--- src/include/l1d_settings.svh ---
// L1 data cache geometry and miss credit settings
`ifndef L1D_SETTINGS_SVH
`define L1D_SETTINGS_SVH

// Cache organization
`define L1D_WAYS 4
`define L1D_SETS 64
`define L1D_LINE_BYTES 64

// Split of a 32-bit address into tag, set index and line offset
`define L1D_OFFSET_BITS 6
`define L1D_SET_BITS 6
`define L1D_TAG_BITS 20

// Miss requests that may be outstanding toward L2
`define L1D_MISS_CREDITS 4

`endif
--- src/design/mem_access_pkg.sv ---
// Types for pipeline memory requests and the responses returned to the requester
package mem_access_pkg;

    // Access opcodes, loads first
    typedef enum logic [2:0]
    {
        OP_LB,
        OP_LBS,
        OP_LH,
        OP_LHS,
        OP_LW,
        OP_SB,
        OP_SH,
        OP_SW
    } mem_op_t;

    // One request per cycle from the load/store pipeline
    typedef struct packed
    {
        mem_op_t     op;
        logic [31:0] addr;
        logic [31:0] store_value;
    } mem_request_t;

    typedef enum logic [1:0]
    {
        RESP_HIT,
        RESP_MISS,
        RESP_RETRY,
        RESP_FAULT
    } resp_status_t;

    // Load data is only meaningful for a load hit
    typedef struct packed
    {
        resp_status_t status;
        logic [31:0]  load_data;
        logic         is_store;
    } mem_response_t;

endpackage

--- src/design/l1d_cache_pkg.sv ---
// Types for L1 data cache geometry, line fills, miss requests and decoded accesses
`include "l1d_settings.svh"

package l1d_cache_pkg;

    import mem_access_pkg::*;

    typedef logic [$clog2(`L1D_WAYS)-1:0] l1d_way_idx_t;
    typedef logic [`L1D_SET_BITS-1:0] l1d_set_idx_t;

    // Line byte k sits at bits 8k+7:8k
    typedef logic [`L1D_LINE_BYTES*8-1:0] cache_line_t;

    typedef struct packed
    {
        logic [`L1D_TAG_BITS-1:0]    tag;
        l1d_set_idx_t                set_idx;
        logic [`L1D_OFFSET_BITS-1:0] offset;
    } l1d_addr_t;

    // Line fill from the L2 side, the way is chosen there
    typedef struct packed
    {
        l1d_way_idx_t             way;
        l1d_set_idx_t             set_idx;
        logic [`L1D_TAG_BITS-1:0] tag;
        cache_line_t              data;
    } l1d_fill_t;

    // Line address is the request address without its offset bits
    typedef struct packed
    {
        logic [`L1D_TAG_BITS+`L1D_SET_BITS-1:0] line_addr;
        logic                                   is_store;
    } l1d_miss_t;

    typedef struct packed
    {
        l1d_addr_t                  addr;
        logic                       is_load;
        logic                       is_store;
        mem_op_t                    op;
        logic [`L1D_LINE_BYTES-1:0] byte_mask;
        cache_line_t                store_line;
        logic                       unaligned;
    } decoded_access_t;

endpackage

--- src/design/access_decode.sv ---
// Request decode: access class, alignment check and big-endian store byte placement
`timescale 1ns/10ps
`include "l1d_settings.svh"

module access_decode
    import mem_access_pkg::*;
    import l1d_cache_pkg::*;
(
    input  logic            req_valid,
    input  mem_request_t    req,
    output logic            acc_valid,
    output decoded_access_t acc
);

    localparam int LINE_BYTES = `L1D_LINE_BYTES;

    l1d_addr_t               req_addr;
    logic [1:0]              byte_pos;
    logic [3:0]              word_lane;
    logic [3:0]              lane_bytes;
    logic                    is_store;
    logic                    unaligned;
    logic [LINE_BYTES-1:0]   raw_mask;
    cache_line_t             store_line;

    assign req_addr  = req.addr;
    assign byte_pos  = req_addr.offset[1:0];
    assign word_lane = req_addr.offset[`L1D_OFFSET_BITS-1:2];

    // Halves need an even address, words a multiple of four
    always_comb
    begin
        is_store = 1'b0;
        unaligned = 1'b0;
        case (req.op)
            OP_LH, OP_LHS:
                unaligned = byte_pos[0];
            OP_LW:
                unaligned = |byte_pos;
            OP_SB:
                is_store = 1'b1;
            OP_SH:
            begin
                is_store = 1'b1;
                unaligned = byte_pos[0];
            end
            OP_SW:
            begin
                is_store = 1'b1;
                unaligned = |byte_pos;
            end
            default:
                is_store = 1'b0;
        endcase
    end

    // Bytes touched within the word, and the value copied to every lane
    // with the most significant byte at the lowest address
    always_comb
    begin
        case (req.op)
            OP_LB, OP_LBS, OP_SB:
            begin
                lane_bytes = 4'b0001 << byte_pos;
                store_line = {LINE_BYTES{req.store_value[7:0]}};
            end
            OP_LH, OP_LHS, OP_SH:
            begin
                lane_bytes = byte_pos[1] ? 4'b1100 : 4'b0011;
                store_line = {(LINE_BYTES / 2){req.store_value[7:0], req.store_value[15:8]}};
            end
            default:
            begin
                lane_bytes = 4'b1111;
                store_line = {(LINE_BYTES / 4){req.store_value[7:0], req.store_value[15:8],
                    req.store_value[23:16], req.store_value[31:24]}};
            end
        endcase
    end

    assign raw_mask = LINE_BYTES'(lane_bytes) << {word_lane, 2'b00};

    assign acc_valid = req_valid;

    always_comb
    begin
        acc.addr       = req_addr;
        acc.is_load    = !is_store;
        acc.is_store   = is_store;
        acc.op         = req.op;
        acc.byte_mask  = (is_store && !unaligned) ? raw_mask : '0;
        acc.store_line = store_line;
        acc.unaligned  = unaligned;
    end

    // An aligned store enables exactly its own bytes from the addressed one on,
    // loads and faulting accesses carry no write enables downstream
    always_comb
    begin
        if (req_valid && is_store && !unaligned)
            assert (acc.byte_mask == LINE_BYTES'((req.op == OP_SB) ? 4'b0001 :
                (req.op == OP_SH) ? 4'b0011 : 4'b1111) << req.addr[`L1D_OFFSET_BITS-1:0])
                else $error("Byte mask does not match the stored bytes");
        else if (req_valid)
            assert (acc.byte_mask == '0)
                else $error("Byte mask set for a load or unaligned access");
    end

endmodule

--- config.mk ---
export PLATFORM = sky130hd
export DESIGN_NAME = access_decode
export DESIGN_NICKNAME = d
export VERILOG_FILES = /design/src/design/mem_access_pkg.sv /design/src/design/l1d_cache_pkg.sv /design/src/design/access_decode.sv
export VERILOG_INCLUDE_DIRS = /design/src /design/src/include
export SDC_FILE = /design/constraint.sdc
export NUM_CORES = 1
export LEC_CHECK = 0
export ABC_AREA = 1
export BUFFER_PORTS_ARGS = -buffer_cell sky130_fd_sc_hd__buf_2
export CAP_MARGIN = 20
export CELL_PAD_IN_SITES_DETAIL_PLACEMENT = 1
export CELL_PAD_IN_SITES_GLOBAL_PLACEMENT = 1
export CORE_AREA = 3 3 266 268
export DETAILED_ROUTE_END_ITERATION = 16
export DIE_AREA = 0 0 269 271
export PLACE_DENSITY_LB_ADDON = 0.05
export SLEW_MARGIN = 20
export SYNTH_ARGS = -nofsm -noshare
export SYNTH_HDL_FRONTEND = slang
export SYNTH_SLANG_ARGS = --single-unit
--- constraint.sdc ---
create_clock -name vclk -period 2
set_clock_uncertainty 0.05 [all_clocks]
set_input_delay 0.2 -clock vclk [all_inputs]
set_output_delay 0.2 -clock vclk [all_outputs]
set_load 0.03 [all_outputs]
==> results.py <==
metrics = {
    "die": {
        "start_util_pct": 7.396,
        "die_area_mm2": 0.07290,
        "die_x_um": 269,
        "coreArea_mm2": 0.06859,
        "die_height_um": 271,
        "ios": 683,
        "row_count": 96,
    },
    "routing": {
        "drc": 0,
        "avgViaCountPerCell": 2.460,
        "drt_pre_antenna_iters": 4,
        "num_vias": 4499,
        "drtAntennaViolNets": 0,
        "wire_per_inst_um": 16.20,
        "wirelength_um": 29630,
        "dr.first_iter.drc_count": 83,
    },
    "power": {
        "peakVddDrop_v": 0.0001088,
        "switching_share_pct": 74.82,
        "powerDensity_mw_per_mm2": 650.1,
        "p_clk_share_pct": 0,
        "pwr-share-seq_pct": 0,
        "power.internal_mw": 1.010,
        "comb_power_share_pct": 100.0,
        "p_switching_mw": 3.000,
        "leakage_nw": 3.489,
    },
    "timing": {
        "worst_pin_slew_ns": 0.3564,
        "whs_ns": 0.3500,
        "hold_viol_final": 0,
        "slew_headroom_pct": 76.24,
        "finalSetupViolCount": 0,
        "grt_setup_unrepaired": "false",
        "drv_slew": 0,
        "period_minus_slack_ns": 1.820,
        "setup_ws_ns": 0.1801,
        "fmax_mhz": 549.5,
        "final.setup.tns_ns": 0,
        "period_share_pct": 90.99,
    },
    "finish": {
        "fin_nets": 966,
        "layout_commonest_cell": "buf_2",
        "finish.instance_area_mm2": 0.006168,
        "layout-drive-gt1-share_pct": 78.91,
        "final_cell_mix": "625 x buf_2, 63 x nor2_1, 40 x nand2_1, 32 x nand4_1, 31 x buf_12",
        "register_area_um2": 0,
        "n_fill_cell": 8417,
        "area_growth_syn_to_layout_pct": 21.61,
        "num-clock-buffers": 0,
        "seq_cell_count": 0,
    },
    "clock_network": {
        "post_cts_buffers": 0,
    },
    "global_routing": {
        "grt_overflow_total": 0,
        "antenna_found_initial": 4,
        "grtUsageTotal_pct": 7.202,
        "grt_pass1_wl_um": 38100,
        "first_global_vias": 4575,
        "grt_max_degree": 19,
    },
    "logic_synthesis": {
        "ys_seq_area_share_pct": 0,
        "synthDistinctLibCells": 20,
        "syn_area_per_cell_um2": 6.727,
        "synth_nets": 822,
        "yosys_warnings": 0,
        "postSynthCellCount": 754,
        "synth_area_mm2": 0.005072,
    },
    "critical_path": {
        "cp-end-kind": "output pin",
        "critical_path.max_stage_delay_ns": 0.23,
        "crit_arrival_ns": 1.57,
        "critPathSlowestCell": "buf_4",
        "cp_max_fo": 5,
        "cpLargestDelayFamily": "buffers and inverters",
        "crit_buf_inv": 5,
        "cp-start-kind": "primary input",
        "crit_type": "primary input to output pin",
        "crit_chain": "buf_2 > inv_1 > nand2_1 > nand2_2 > buf_4 > nand2_4 > nand4_4 > buf_4 > nor2_1 > buf_2",
        "cp.required_ns": 1.75,
    },
    "placed_design": {
        "portBuffers": 629,
        "place_hpwl_um": 26120,
        "finalWeightedCongestion": 0.6662,
        "dp_worst_setup_slack_ns": 0.05414,
        "post_dp_cell_area_mm2": 0.006130,
    },
    "min_path": {
        "hp-class": "primary input to output pin",
    },
    "flow_run": {
        "maxCapViolations": 0,
    },
    "run_status": {
        "status": "finished, final reports clean",
    },
}
[repair_timing]
item                                   CTS  global route
gates resized for setup                  0            11
endpoints found under the hold margin    0             0
setup endpoints to repair                0            71
hold buffers                             0             0
[routing by layer]
| layer | routed length, um | part of all wire (%) | global-route usage [%] | up-vias |
|---|---|---|---|---|
| li1 | - | - | - | 2083 |
| met4 | 51 | 0.17 | 0.1142 | 6 |
| met3 | 3118 | 11 | 2.192 | 8 |
| met2 | 16690 | 56 | 15.37 | 327 |
| met5 | 38 | 0.13 | 0 | - |
| met1 | 9726 | 33 | 6.915 | 2075 |
[stage by stage]
stage / cells / utilization (%) / power [mW]
final: 1829 / 8.994 / 4.010
after global routing: 1827 / 8.986 / 4.250
after CTS: 1826 / 8.937 / 4.120
after detailed placement: 1826 / 8.937 / 4.116
after global placement: 1826 / 8.937 / 4.185
after floorplan: 754 / - / 3.816
[power groups by stage]
stage                      Clock (mW)  Combinational, mW  Sequential (mW)
final                     0.000000113               4.01                0
after CTS                           0               4.12                0
after global placement              0               4.18                0
after global routing                0               4.25                0
after detailed placement            0               4.12                0
after floorplan                     0               3.82                0
[final timing paths]
path / start / end / slack, ns / cells past startpoint
hold / removal: req[54] / acc[604] / 0.35 / 0
setup / recovery: req[64] / acc[516] / 0.18 / 10
[cells by family (layout without fill, tap and decap cells)]
logic type | Yosys count | count (layout) | synth area share, %
AO/OA/AOI/OAI | 17 | 17 | 1.702
buffers and inverters | 574 | 716 | 82.63
other | 0 | 2 | 0
AND/OR/NAND/NOR | 163 | 163 | 15.66
[final cells by class]
| class | count | area, um^2 | share of cell area [%] |
|---|---|---|---|
| inverters | 27 | 101.3 | 1.643 |
| repair buffers | 689 | 3996 | 64.79 |
| diodes | 2 | 5.005 | 0.08114 |
| well taps | 931 | 1165 | 18.88 |
| multi-input cells | 180 | 900.9 | 14.60 |
[synth_stat cells]
library cell,number,area [um^2]
buf_2,5,25.02
buf_1,1,3.750
nand3_1,15,75.07
buf_4,527,3956
nand2_2,3,18.77
clkbuf_1,7,26.28
nor2_1,63,236.5
o21ai_0,13,65.06
inv_2,1,3.750
nand4_4,2,42.54
o22ai_1,1,6.260
nand2_1,42,157.7
buf_6,7,78.83
nor2_2,2,12.51
nand4_1,32,200.2
nand3_4,1,17.52
inv_1,26,97.59
a21oi_1,1,5.000
o21ai_1,2,10.01
nand2_4,3,33.78
Note: power is estimated with default switching activity, not from simulation.
