File: config.mk
export PLATFORM = sky130hd
export DESIGN_NAME = load_response_stage
export DESIGN_NICKNAME = d
export VERILOG_FILES = /design/src/design/mem_access_pkg.sv /design/src/design/l1d_cache_pkg.sv /design/src/design/load_response_stage.sv
export VERILOG_INCLUDE_DIRS = /design/src /design/src/include
export SDC_FILE = /design/constraint.sdc
export NUM_CORES = 1
export LEC_CHECK = 0
export ABC_AREA = 0
export BUFFER_PORTS_ARGS = -buffer_cell sky130_fd_sc_hd__buf_2
export CAP_MARGIN = 20
export CORE_AREA = 2 2 465 467
export DETAILED_ROUTE_END_ITERATION = 8
export DIE_AREA = 0 0 467 469
export HOLD_SLACK_MARGIN = 0.12
export MAX_ROUTING_LAYER = met4
export SYNTH_ARGS = -nofsm -noshare
export SYNTH_HDL_FRONTEND = slang
export SYNTH_SLANG_ARGS = --single-unit
File: constraint.sdc
create_clock -name clk -period 2.9 [get_ports clk]
set_clock_uncertainty 0.1 [all_clocks]
set_input_delay 0.435 -clock clk [delete_from_list [all_inputs] [get_ports clk]]
set_output_delay 0.435 -clock clk [all_outputs]
set_load 0.01 [all_outputs]
File: src/include/l1d_settings.svh
// L1 data cache geometry and miss credit settings
`ifndef L1D_SETTINGS_SVH
`define L1D_SETTINGS_SVH

// Cache organization
`define L1D_WAYS 4
`define L1D_SETS 64
`define L1D_LINE_BYTES 64

// Split of a 32-bit address into tag, set index and line offset
`define L1D_OFFSET_BITS 6
`define L1D_SET_BITS 6
`define L1D_TAG_BITS 20

// Miss requests that may be outstanding toward L2
`define L1D_MISS_CREDITS 4

`endif
File: src/design/mem_access_pkg.sv
// Types for pipeline memory requests and the responses returned to the requester
package mem_access_pkg;

    // Access opcodes, loads first
    typedef enum logic [2:0]
    {
        OP_LB,
        OP_LBS,
        OP_LH,
        OP_LHS,
        OP_LW,
        OP_SB,
        OP_SH,
        OP_SW
    } mem_op_t;

    // One request per cycle from the load/store pipeline
    typedef struct packed
    {
        mem_op_t     op;
        logic [31:0] addr;
        logic [31:0] store_value;
    } mem_request_t;

    typedef enum logic [1:0]
    {
        RESP_HIT,
        RESP_MISS,
        RESP_RETRY,
        RESP_FAULT
    } resp_status_t;

    // Load data is only meaningful for a load hit
    typedef struct packed
    {
        resp_status_t status;
        logic [31:0]  load_data;
        logic         is_store;
    } mem_response_t;

endpackage

File: src/design/l1d_cache_pkg.sv
// Types for L1 data cache geometry, line fills, miss requests and decoded accesses
`include "l1d_settings.svh"

package l1d_cache_pkg;

    import mem_access_pkg::*;

    typedef logic [$clog2(`L1D_WAYS)-1:0] l1d_way_idx_t;
    typedef logic [`L1D_SET_BITS-1:0] l1d_set_idx_t;

    // Line byte k sits at bits 8k+7:8k
    typedef logic [`L1D_LINE_BYTES*8-1:0] cache_line_t;

    typedef struct packed
    {
        logic [`L1D_TAG_BITS-1:0]    tag;
        l1d_set_idx_t                set_idx;
        logic [`L1D_OFFSET_BITS-1:0] offset;
    } l1d_addr_t;

    // Line fill from the L2 side, the way is chosen there
    typedef struct packed
    {
        l1d_way_idx_t             way;
        l1d_set_idx_t             set_idx;
        logic [`L1D_TAG_BITS-1:0] tag;
        cache_line_t              data;
    } l1d_fill_t;

    // Line address is the request address without its offset bits
    typedef struct packed
    {
        logic [`L1D_TAG_BITS+`L1D_SET_BITS-1:0] line_addr;
        logic                                   is_store;
    } l1d_miss_t;

    typedef struct packed
    {
        l1d_addr_t                  addr;
        logic                       is_load;
        logic                       is_store;
        mem_op_t                    op;
        logic [`L1D_LINE_BYTES-1:0] byte_mask;
        cache_line_t                store_line;
        logic                       unaligned;
    } decoded_access_t;

endpackage

File: src/design/load_response_stage.sv
// Response stage: status, big-endian load data extraction and credited miss requests
`timescale 1ns/10ps
`include "l1d_settings.svh"

module load_response_stage
    import mem_access_pkg::*;
    import l1d_cache_pkg::*;
(
    input  logic            clk,
    input  logic            reset,
    input  logic            look_valid,
    input  logic            look_hit,
    input  logic            look_retry,
    input  cache_line_t     look_line,
    input  decoded_access_t look_acc,
    input  logic            miss_credit,
    output logic            miss_valid,
    output l1d_miss_t       miss,
    output logic            resp_valid,
    output mem_response_t   resp
);

    localparam int CREDIT_W = $clog2(`L1D_MISS_CREDITS + 1);

    logic [CREDIT_W-1:0] credit_count;
    logic [8:0]          word_base;
    logic [1:0]          byte_pos;
    logic [31:0]         line_word;
    logic [7:0]          sel_byte;
    logic [15:0]         sel_half;
    logic [31:0]         load_value;
    resp_status_t        status;

    // Fault wins, then retry from a fill collision, then hit, then miss
    // when a credit is left
    always_comb
    begin
        if (look_acc.unaligned)
            status = RESP_FAULT;
        else if (look_retry)
            status = RESP_RETRY;
        else if (look_hit)
            status = RESP_HIT;
        else if (credit_count == '0)
            status = RESP_RETRY;
        else
            status = RESP_MISS;
    end

    // Bit position of the addressed word in the line
    assign word_base = {look_acc.addr.offset[`L1D_OFFSET_BITS-1:2], 5'b00000};
    assign byte_pos = look_acc.addr.offset[1:0];

    // Lowest addressed byte becomes the most significant
    assign line_word = {look_line[word_base +: 8], look_line[word_base + 9'd8 +: 8],
        look_line[word_base + 9'd16 +: 8], look_line[word_base + 9'd24 +: 8]};

    always_comb
    begin
        case (byte_pos)
            2'd0: sel_byte = line_word[31:24];
            2'd1: sel_byte = line_word[23:16];
            2'd2: sel_byte = line_word[15:8];
            default: sel_byte = line_word[7:0];
        endcase
    end

    assign sel_half = byte_pos[1] ? line_word[15:0] : line_word[31:16];

    always_comb
    begin
        case (look_acc.op)
            OP_LB: load_value = {24'd0, sel_byte};
            OP_LBS: load_value = {{24{sel_byte[7]}}, sel_byte};
            OP_LH: load_value = {16'd0, sel_half};
            OP_LHS: load_value = {{16{sel_half[15]}}, sel_half};
            OP_LW: load_value = line_word;
            default: load_value = '0;
        endcase
    end

    assign resp_valid = look_valid;

    always_comb
    begin
        resp.status = status;
        resp.load_data = (status == RESP_HIT && look_acc.is_load) ? load_value : '0;
        resp.is_store = look_acc.is_store;
    end

    // Miss request leaves with the miss response
    assign miss_valid = look_valid && status == RESP_MISS;
    assign miss.line_addr = {look_acc.addr.tag, look_acc.addr.set_idx};
    assign miss.is_store = look_acc.is_store;

    // Returned credit is usable from the next cycle
    always_ff @(posedge clk, posedge reset)
    begin
        if (reset)
            credit_count <= CREDIT_W'(`L1D_MISS_CREDITS);
        else
            credit_count <= credit_count + CREDIT_W'(miss_credit) - CREDIT_W'(miss_valid);
    end

    // Too many returned credits, or a miss sent with none left, drives the count
    // past the limit
    assert property (@(posedge clk) disable iff (reset)
        credit_count <= CREDIT_W'(`L1D_MISS_CREDITS))
        else $error("Miss credit count out of range");

endmodule

==> flow_summary_export.csv, run 1 <==
group,metric,value,unit
outcome,outcome,"finished, violations left",
outcome,violations,"setup timing",
cts,clk_latency,0.23,ns
yosys,synthAdderAreaFrac,0.00898,
layout,area_growth,165,%
yosys,yosysWarnings,0,
sta,slew_headroom,0.574,
yosys,yosysSeqAreaShare,0.0152,
layout,seqCellArea,76.3,um^2
placement,port_buffers,564,
yosys,yosys-top-cells-area,"mux4_2 (67%), buf_4 (4.5%), nand2_1 (2.8%), nand3_2 (2.0%), a221o_1 (1.6%)",
layout,multi_input_area,4790,um^2
yosys,muxShareOfSynthArea,0.710,
layout,biggestRegsByFlops,"credit_count (3)",
cts,h-tree-depth,1,
power,powerDensity,148,nW/um^2
sta,period_needed,3.39,ns
grt,grt_start_max_net_pins,41,
min_path,hp-class,"in2reg",
yosys,synth_ff_type,"dfrtp_1",
placement,dp.cells,3796,
route,drt-wirelength-per-cell,24.2,um
die,io_pins,1196,
yosys,synth-xor-area-share,0.00349,
sta,fmax,295,MHz
yosys,netlist_instances,389,
yosys,synth_edf_count,0,
route,drtAntennaViolNets,0,
critical_path,worstPathArrival,2.85,ns
route,wl,95700,um
critical_path,cp_max_fo,6,
critical_path,cp_data_required_time,2.37,ns
placement,dp_slack,-0.645,ns
placement,dpl.hpwl,88400,um
grt,grt_pass1_wl,111000,um
layout,largest_reg_flops,3,
die,die_h,469,um
die,die_w,467,um
power,power,1.98,mW
yosys,netlist.area_leader.share,0.674,
yosys,syn_area_per_cell,12.9,um^2
power,peakVddDrop,164,uV
yosys,yosys.area_share.simple,0.0868,
sta,setup_ws,-0.489,ns
die,start_util,0.0235,
sta,worst_pin_slew,0.639,ns
grt,grt_overflow,0,
layout,fin_nets,2124,
yosys,synth_compound_area_frac,0.0654,
yosys,synth.cell_area,5010,um^2
min_path,hold_start,"miss_credit",
yosys,ys_seq_elements,3,
layout,drive_above_1_share,0.896,
route,drt_iter0_drc,400,
critical_path,cp-end-kind,"primary output",
sta,hold_viol,0,
cts,clk_pin_slew,0.03,ns
layout,n_fill_cell,25110,
die,dieArea,219000,um^2
run,max_cap_viol_count,0,
placement,dpl_cell_area,11700,um^2
route,drc,0,
sta,slew_violations,0,
grt,grt_pass1_vias,7711,
critical_path,cp-start-kind,"primary input",
die,rows,170,
grt,grt_usage,0.0855,
power,power_leakage,4.72,nW
cts,cts_sinks,3,
sta,rsz0062_at_grt,"true",
route,via_count,7790,
critical_path,critical_path_class,"in2out",
cts,cts_buffers,3,
yosys,synth.distinct_cells,47,
route,avgViaCountPerCell,1.97,
route,detail_route.first_pass.iterations,5,
layout,regMostFlops,"credit_count",
cts,cts_root_buffer,"clkbuf_16",
layout,final_cells,3962,
placement,place_congestion,0.883,
critical_path,r2r-start,"credit_count[1]",
die,coreArea,214000,um^2
yosys,syn_nets,1524,
cts,cts_tree,"built",
cts,cts_buffer_depth,2,
sta,setup_viol,32,
critical_path,worstSetupStartpoint,"look_acc[584]",
yosys,ys_async_sr_fraction,1.00,
yosys,synth_top_family_by_area,"multiplexers",
grt,antenna_found_initial,226,
sta,finalCritPeriodShare,1.17,
layout,final_cell_area,13300,um^2
layout,utilization,0.0622,
yosys,synth_area_leader_cell,"mux4_2",
-- worst max-delay path, cell delays in order --
cell     delay, ns
buf_16        0.13
buf_12        0.12
buf_16        0.13
buf_4         0.15
mux4_2        0.59
mux4_2        0.69
a221o_1       0.40
buf_6         0.15
-- power by group --
part	internal (mW)	switching [mW]
Clock	0.182	0.0405
Combinational	0.883	0.777
Sequential	0.0722	0.0209
Total	1.14	0.838
-- Yosys cell counts (2+ instances only) --
library cell,instances
nand3_1,8
inv_1,15
o22ai_1,4
mux2_2,3
a21oi_1,2
nor2_1,9
nand2_1,38
buf_1,3
a22oi_1,7
mux2i_1,6
dfrtp_1,2
nand2b_1,4
clkbuf_1,17
buf_4,30
nor4_1,2
mux4_1,2
mux2_1,3
o31ai_1,2
ha_1,2
buf_2,16
a221o_1,8
nor3_1,7
nor2b_1,3
nand3_2,10
o21ai_0,9
buf_6,5
mux4_2,150
buf_12,3
-- through the flow --
step | setup TNS (ns) | hold WS [ns]
2_1_floorplan | 0 | 0.0879
3_3_place_gp | -17.63 | 0.197
4_1_cts | -12.48 | 0.343
5_1_grt | -14.63 | 0.350
3_5_place_dp | -18.72 | 0.217
6_report | -12.64 | 0.340
-- logic make-up (layout without fill, tap and decap cells) --
kind of cell / after synthesis / in the layout
XOR/XNOR: 2 / 2
flip-flops: 3 / 3
other: 0 / 136
buffers and inverters: 89 / 688
multiplexers: 164 / 164
adder cells (fa/ha/maj): 3 / 3
AO/OA/AOI/OAI: 43 / 43
AND/OR/NAND/NOR: 85 / 85
-- final cells by class --
class | instances | area share
multi-input combinational | 297 | 0.360
timing repair buffer | 669 | 0.332
tap | 2838 | 0.267
antenna | 136 | 0.0256
clock buffer | 4 | 0.00593
sequential | 3 | 0.00574
inverter | 15 | 0.00423
-- repair_timing --
action | 4_1_cts | 5_1_grt
endpoints found under the hold margin | 2 | 0
setup buffers | 14 | 3
cloned | 6 | 4
setup endpoints to repair | 32 | 32
hold buffers | 1 | 0
pin swaps | 14 | 11
gates resized for setup | 120 | 57
-- per-layer routing --
metal	track usage	wire (um)	vias up
li1	-	-	3110
met1	0.0820	32300	3677
met2	0.125	39400	749
met3	0.0784	20300	254
met4	0.0205	3710	0
met5	-	0	-
-- worst paths after layout --
kind,slack [ns],cells past startpoint,end
worst max-delay path,-0.49,8,resp[7]
worst min-delay path,0.34,2,credit_count[0]
worst max register to register,0.48,8,credit_count[2]
worst min register to register,0.40,1,credit_count[2]
max in group asynchronous,1.91,3,credit_count[2]
min in group asynchronous,0.57,3,credit_count[1]
-- layout by cell type, fill, tap and decap left out, types with 9 or more instances in the layout --
| cell | count |
|---|---|
| buf_2 | 528 |
| diode_2 | 136 |
| nand2_1 | 27 |
| buf_8 | 9 |
| mux4_2 | 152 |
| inv_1 | 13 |
| buf_16 | 9 |
| buf_4 | 63 |
| buf_6 | 35 |
| nand3_4 | 14 |
| buf_12 | 20 |
Power figures use the tool's default switching activity.
==> run 2, diff against run 1 <==
--- a/config.mk
+++ b/config.mk
@@ -12,6 +12,7 @@
 export CORE_AREA = 2 2 465 467
 export DETAILED_ROUTE_END_ITERATION = 8
 export DIE_AREA = 0 0 467 469
+export GPL_TIMING_DRIVEN = 0
 export HOLD_SLACK_MARGIN = 0.12
 export MAX_ROUTING_LAYER = met4
 export SYNTH_ARGS = -nofsm -noshare
==> run 2 against run 1 <==
Against the previous run: global-route usage is 0.28 points lower; final cell count unchanged; wire length decreased by 2.7%; die area is the same; critical path type unchanged; sequential cell count is the same; combinational power rose by 11%; non-clock buffer count is 32 higher; the run still ends with setup timing left; register-to-register slack lost 0.19 ns; power is 9.0% higher; sequential share of layout area hardly changed; highest routed layer unchanged.
==> flow_summary_export.csv, run 2 (synthesis gave the netlist of run 1 again) <==
group,metric,value,unit
layout,largest_reg_flops,3,
critical_path,crit_top_cell,"mux4_2",
die,die_h,469,um
route,drtAntennaViolNets,0,
sta,slew_violations,0,
power,power_leakage,4.77,nW
die,die_w,467,um
die,io_pins,1196,
cts,h-tree-depth,1,
die,coreArea,214000,um^2
cts,cts_root_buffer,"clkbuf_16",
sta,setup_viol,32,
sta,worst_pin_slew,0.579,ns
route,drc,0,
route,detail_route.first_pass.iterations,5,
layout,area_growth,161,%
grt,antenna_found_initial,163,
critical_path,cp_max_fo,10,
critical_path,crit_buf_inv,5,
sta,rsz0062_at_grt,"true",
layout,fin_nets,2156,
outcome,outcome,"finished, violations left",
layout,biggestRegsByFlops,"credit_count (3)",
cts,cts_tree,"built",
power,powerDensity,165,nW/um^2
critical_path,critical_path_class,"in2out",
critical_path,worstPathArrival,2.96,ns
placement,dpl.hpwl,87200,um
cts,clk_latency,0.23,ns
grt,grt_pass1_wl,105000,um
placement,port_buffers,589,
critical_path,cp_cell_sequence,"buf_2 > clkbuf_16 > clkbuf_8 > buf_8 > mux4_2 > mux4_2 > nand2_1 > o21ai_0 > a221o_1 > buf_6",
critical_path,cp-start-kind,"primary input",
route,drt_iter0_drc,333,
die,rows,170,
layout,n_fill_cell,25077,
placement,dp_slack,-1.67,ns
sta,fmax,286,MHz
layout,regMostFlops,"credit_count",
layout,layout_commonest_cell,"buf_2",
grt,grt_start_max_net_pins,11,
sta,slew_headroom,0.609,
die,start_util,0.0235,
route,drt-wirelength-per-cell,23.5,um
route,wl,93200,um
layout,final_cell_mix,"buf_2 (566), mux4_2 (151), buf_4 (52)",
grt,grt_pass1_vias,7674,
cts,cts_buffers,3,
layout,drive_above_1_share,0.892,
sta,hold_viol,0,
cts,cts_sinks,3,
layout,utilization,0.0612,
die,dieArea,219000,um^2
power,peakVddDrop,141,uV
sta,finalCritPeriodShare,1.21,
grt,grt_overflow,0,
placement,place_congestion,0.877,
outcome,violations,"setup timing",
sta,setup_ws,-0.596,ns
min_path,hp-class,"in2reg",
grt,grt_usage,0.0827,
cts,clk_pin_slew,0.03,ns
critical_path,cp-end-kind,"primary output",
route,avgViaCountPerCell,2.03,
sta,period_needed,3.50,ns
critical_path,cp_data_required_time,2.37,ns
critical_path,slowest_stage,"mux4_2",
critical_path,max_stage_delay,0.59,ns
run,max_cap_viol_count,0,
route,via_count,8034,
critical_path,cp_top_family,"multiplexers",
cts,cts_buffer_depth,2,
==> run 2: cell type report <==
type	instances	area, um^2	area share
Tap cell	2838	3550	0.271
Buffer	73	826	0.0631
Clock buffer	4	78.8	0.00603
Inverter	15	63.8	0.00488
Sequential cell	3	76.3	0.00584
Antenna cell	104	260	0.0199
Timing Repair Buffer	628	3570	0.273
Multi-Input combinational cell	297	4650	0.356
==> run 2: repair_timing <==
item                                    in CTS  in global routing
buffers inserted                            16                  8
gates cloned                                 1                  3
hold buffers                                 1                  0
hold endpoints to repair                     2                  0
pin swaps                                    9                 11
resized for setup                          102                 95
endpoints found under the setup margin      32                 32
==> run 2: path summary, 6_finish.rpt <==
kind	to	slack [ns]	cells after the start	startpoint
setup / recovery	resp[7]	-0.60	10	look_acc[585]
setup reg to reg	credit_count[2]	0.29	8	credit_count[1]
hold / removal	credit_count[0]	0.35	2	miss_credit
hold reg to reg	credit_count[2]	0.41	1	credit_count[2]
min in group asynchronous	credit_count[1]	0.52	3	reset
max in group asynchronous	credit_count[2]	1.96	3	reset
==> run 2: metrics by stage <==
step | area [um^2] | cells | TNS, ns | hold slack, ns | power (mW)
2_1_floorplan | 5030 | 389 | 0 | 0.0879 | 0.781
3_3_place_gp | 11500 | 3816 | -73.45 | 0.201 | 1.73
3_5_place_dp | 11700 | 3826 | -50.05 | 0.207 | 1.78
4_1_cts | 12300 | 3847 | -15.09 | 0.345 | 2.12
5_1_grt | 13000 | 3947 | -15.62 | 0.365 | 2.27
6_report | 13100 | 3962 | -14.84 | 0.349 | 2.15
==> run 2: where the power goes <==
part           total, mW  switching, mW  internal [mW]
clock network      0.222         0.0401          0.182
registers         0.0954         0.0231         0.0724
logic               1.84          0.946          0.890
==> run 2: per-layer routing <==
metal  vias up  share of wire  track usage
met5         -              0            -
met4         0          0.057       0.0339
met3       272           0.11       0.0341
met2       898           0.41        0.120
met1      3795           0.43       0.0999
li1       3069              -            -
==> run 3, diff against run 2 <==
==> constraint.sdc (replaced) <==
create_clock -name clk -period 4.1 [get_ports clk]
set_clock_uncertainty 0.1 [all_clocks]
set_input_delay 0.615 -clock clk [delete_from_list [all_inputs] [get_ports clk]]
set_output_delay 0.615 -clock clk [all_outputs]
set_load 0.01 [all_outputs]
==> run 3 against run 2 <==
Against the previous run: the flow now finishes without violations; hold slack got worse by 0.20 ns; first-iteration DRC count rose by 74%; utilization fell by 0.36 points; critical endpoint is now resp[6]; largest power group unchanged.
==> flow_summary_export.csv, run 3 (synthesis gave the netlist of run 1 again) <==
group,metric,value,unit
grt,grt_pass1_vias,7694,
sta,setup_viol,0,
layout,final_cell_mix,"buf_2 (594), mux4_2 (150), nand2_1 (38)",
critical_path,crit_buf_inv,5,
power,p_sw_frac,0.482,
die,rows,170,
layout,largest_reg_flops,3,
die,die_h,469,um
cts,cts_buffers,3,
layout,biggestRegsByFlops,"credit_count (3)",
die,coreArea,214000,um^2
layout,area_growth,146,%
route,drt_iter0_drc,580,
sta,worst_pin_slew,0.721,ns
route,drtAntennaViolNets,0,
critical_path,r2r_end,"credit_count[2]",
cts,cts_buffer_depth,2,
sta,slew_headroom,0.517,
critical_path,critical_path_class,"in2out",
power,p_switching,696,uW
layout,drive_above_1_share,0.855,
critical_path,reg2reg_slack,1.60,ns
placement,place_congestion,0.837,
layout,layout_commonest_cell,"buf_2",
min_path,hp-class,"in2async",
cts,clk_pin_slew,0.03,ns
layout,fin_nets,2132,
critical_path,slowest_stage,"mux4_2",
sta,rsz0062_at_grt,"false",
route,via_count,7782,
die,dieArea,219000,um^2
route,detail_route.first_pass.iterations,5,
power,power,1.45,mW
power,powerDensity,117,nW/um^2
critical_path,worstPathArrival,3.30,ns
cts,cts_root_buffer,"clkbuf_16",
critical_path,cp_data_required_time,3.38,ns
die,start_util,0.0235,
sta,fmax,249,MHz
critical_path,cp_max_fo,10,
run,max_cap_viol_count,0,
sta,finalCritPeriodShare,0.980,
die,io_pins,1196,
power,peakVddDrop,132,uV
route,drc,0,
power,pwr-share-clk,0.108,
critical_path,cp-start-kind,"primary input",
cts,cts_sinks,3,
power,p_comb_frac,0.846,
critical_path,max_stage_delay,0.66,ns
power,intPower,750,uW
cts,h-tree-depth,1,
layout,utilization,0.0576,
cts,clk_latency,0.23,ns
grt,grt_start_max_net_pins,11,
grt,grt_overflow,0,
placement,dpl.hpwl,88500,um
critical_path,cp_top_family,"buffers and inverters",
route,drt-wirelength-per-cell,23.6,um
placement,port_buffers,589,
power,power_leakage,4.46,nW
route,wl,93400,um
sta,period_needed,4.02,ns
route,avgViaCountPerCell,1.97,
grt,antenna_found_initial,158,
critical_path,ff2ff_path_depth,8,
critical_path,r2r-start,"credit_count[1]",
critical_path,cp-end-kind,"primary output",
layout,regMostFlops,"credit_count",
outcome,outcome,"finished clean",
cts,cts_tree,"built",
critical_path,cp_cell_sequence,"buf_2 > buf_6 > clkbuf_2 > buf_8 > mux4_2 > mux4_2 > a221o_1 > buf_2",
grt,grt_usage,0.0838,
die,die_w,467,um
sta,slew_violations,0,
sta,hold_viol,0,
grt,grt_pass1_wl,106000,um
power,pwr-share-seq,0.046,
## run 3: cell types whose count changed in the layout (fill, tap and decap cells not counted), sizes merged
cell	before	now
dlygate4sd3	1	0
clkinvlp	2	1
inv	13	14
buf	679	660
diode	104	115
clkbuf	25	21
## run 3: stage by stage
stage	setup TNS (ns)	hold slack, ns	std cells	area (um^2)	worst slack [ns]
3_5_place_dp	-17.31	0.384	3829	11700	-0.829
4_1_cts	0	0.146	3834	12000	0.00191
5_1_grt	0	0.161	3937	12300	0.00821
3_3_place_gp	-40.31	0.379	3816	11500	-1.67
6_report	0	0.147	3949	12300	0.0821
2_1_floorplan	0	0.268	389	5010	0.801
## run 3: cell type report
type                       count  area [um^2]
inverter                      15         60.1
buffer                        73          643
antenna                      115          288
fill                       25222       201000
timing repair buffer         604         3150
tap                         2838         3550
clock buffer                   4         78.8
multi-input combinational    297         4460
sequential                     3         76.3
## run 3: timing repair
| item | in CTS | in global routing |
|---|---|---|
| buffers inserted | 1 | 1 |
| endpoints found under the setup margin | 32 | 26 |
| hold buffers | 0 | 0 |
| pin swaps | 0 | 1 |
| gates resized for setup | 54 | 8 |
## run 3: worst max-delay path by stage
stage             startpoint        to  depth (start not counted)
6_report       look_acc[585]   resp[6]                          8
5_1_grt        look_acc[583]  resp[16]                         10
4_1_cts        look_acc[584]   resp[6]                          8
3_5_place_dp   look_acc[584]   resp[6]                          8
3_3_place_gp   look_acc[585]   resp[1]                          9
2_1_floorplan  look_acc[584]   resp[7]                          6
## run 3: metal layers
layer	wire length, um	up-vias	part of all wire	GRT usage
li1	-	3049	-	-
met1	39600	3669	0.42	0.103
met2	37800	838	0.41	0.118
met3	11100	226	0.12	0.0346
met4	4910	0	0.053	0.0397
met5	0	-	0	-
## run 3: power groups by stage
stage / registers [mW] / clock network, mW / logic [mW]
after global routing: 0.0694 / 0.159 / 1.30
after floorplan: 0.0628 / 0 / 0.488
after CTS: 0.0662 / 0.158 / 1.24
after global placement: 0.0642 / 0 / 1.18
final: 0.0667 / 0.156 / 1.22
after detailed placement: 0.0661 / 0 / 1.21
## run 3: worst reg2reg max path, stage by stage (launching register included)
cell	delay, ns
dfrtp_1	0.41
o41ai_1	0.54
nor2_1	0.13
ha_1	0.30
inv_1	0.04
ha_1	0.18
fa_1	0.40
xor2_1	0.17
xnor2_1	0.14
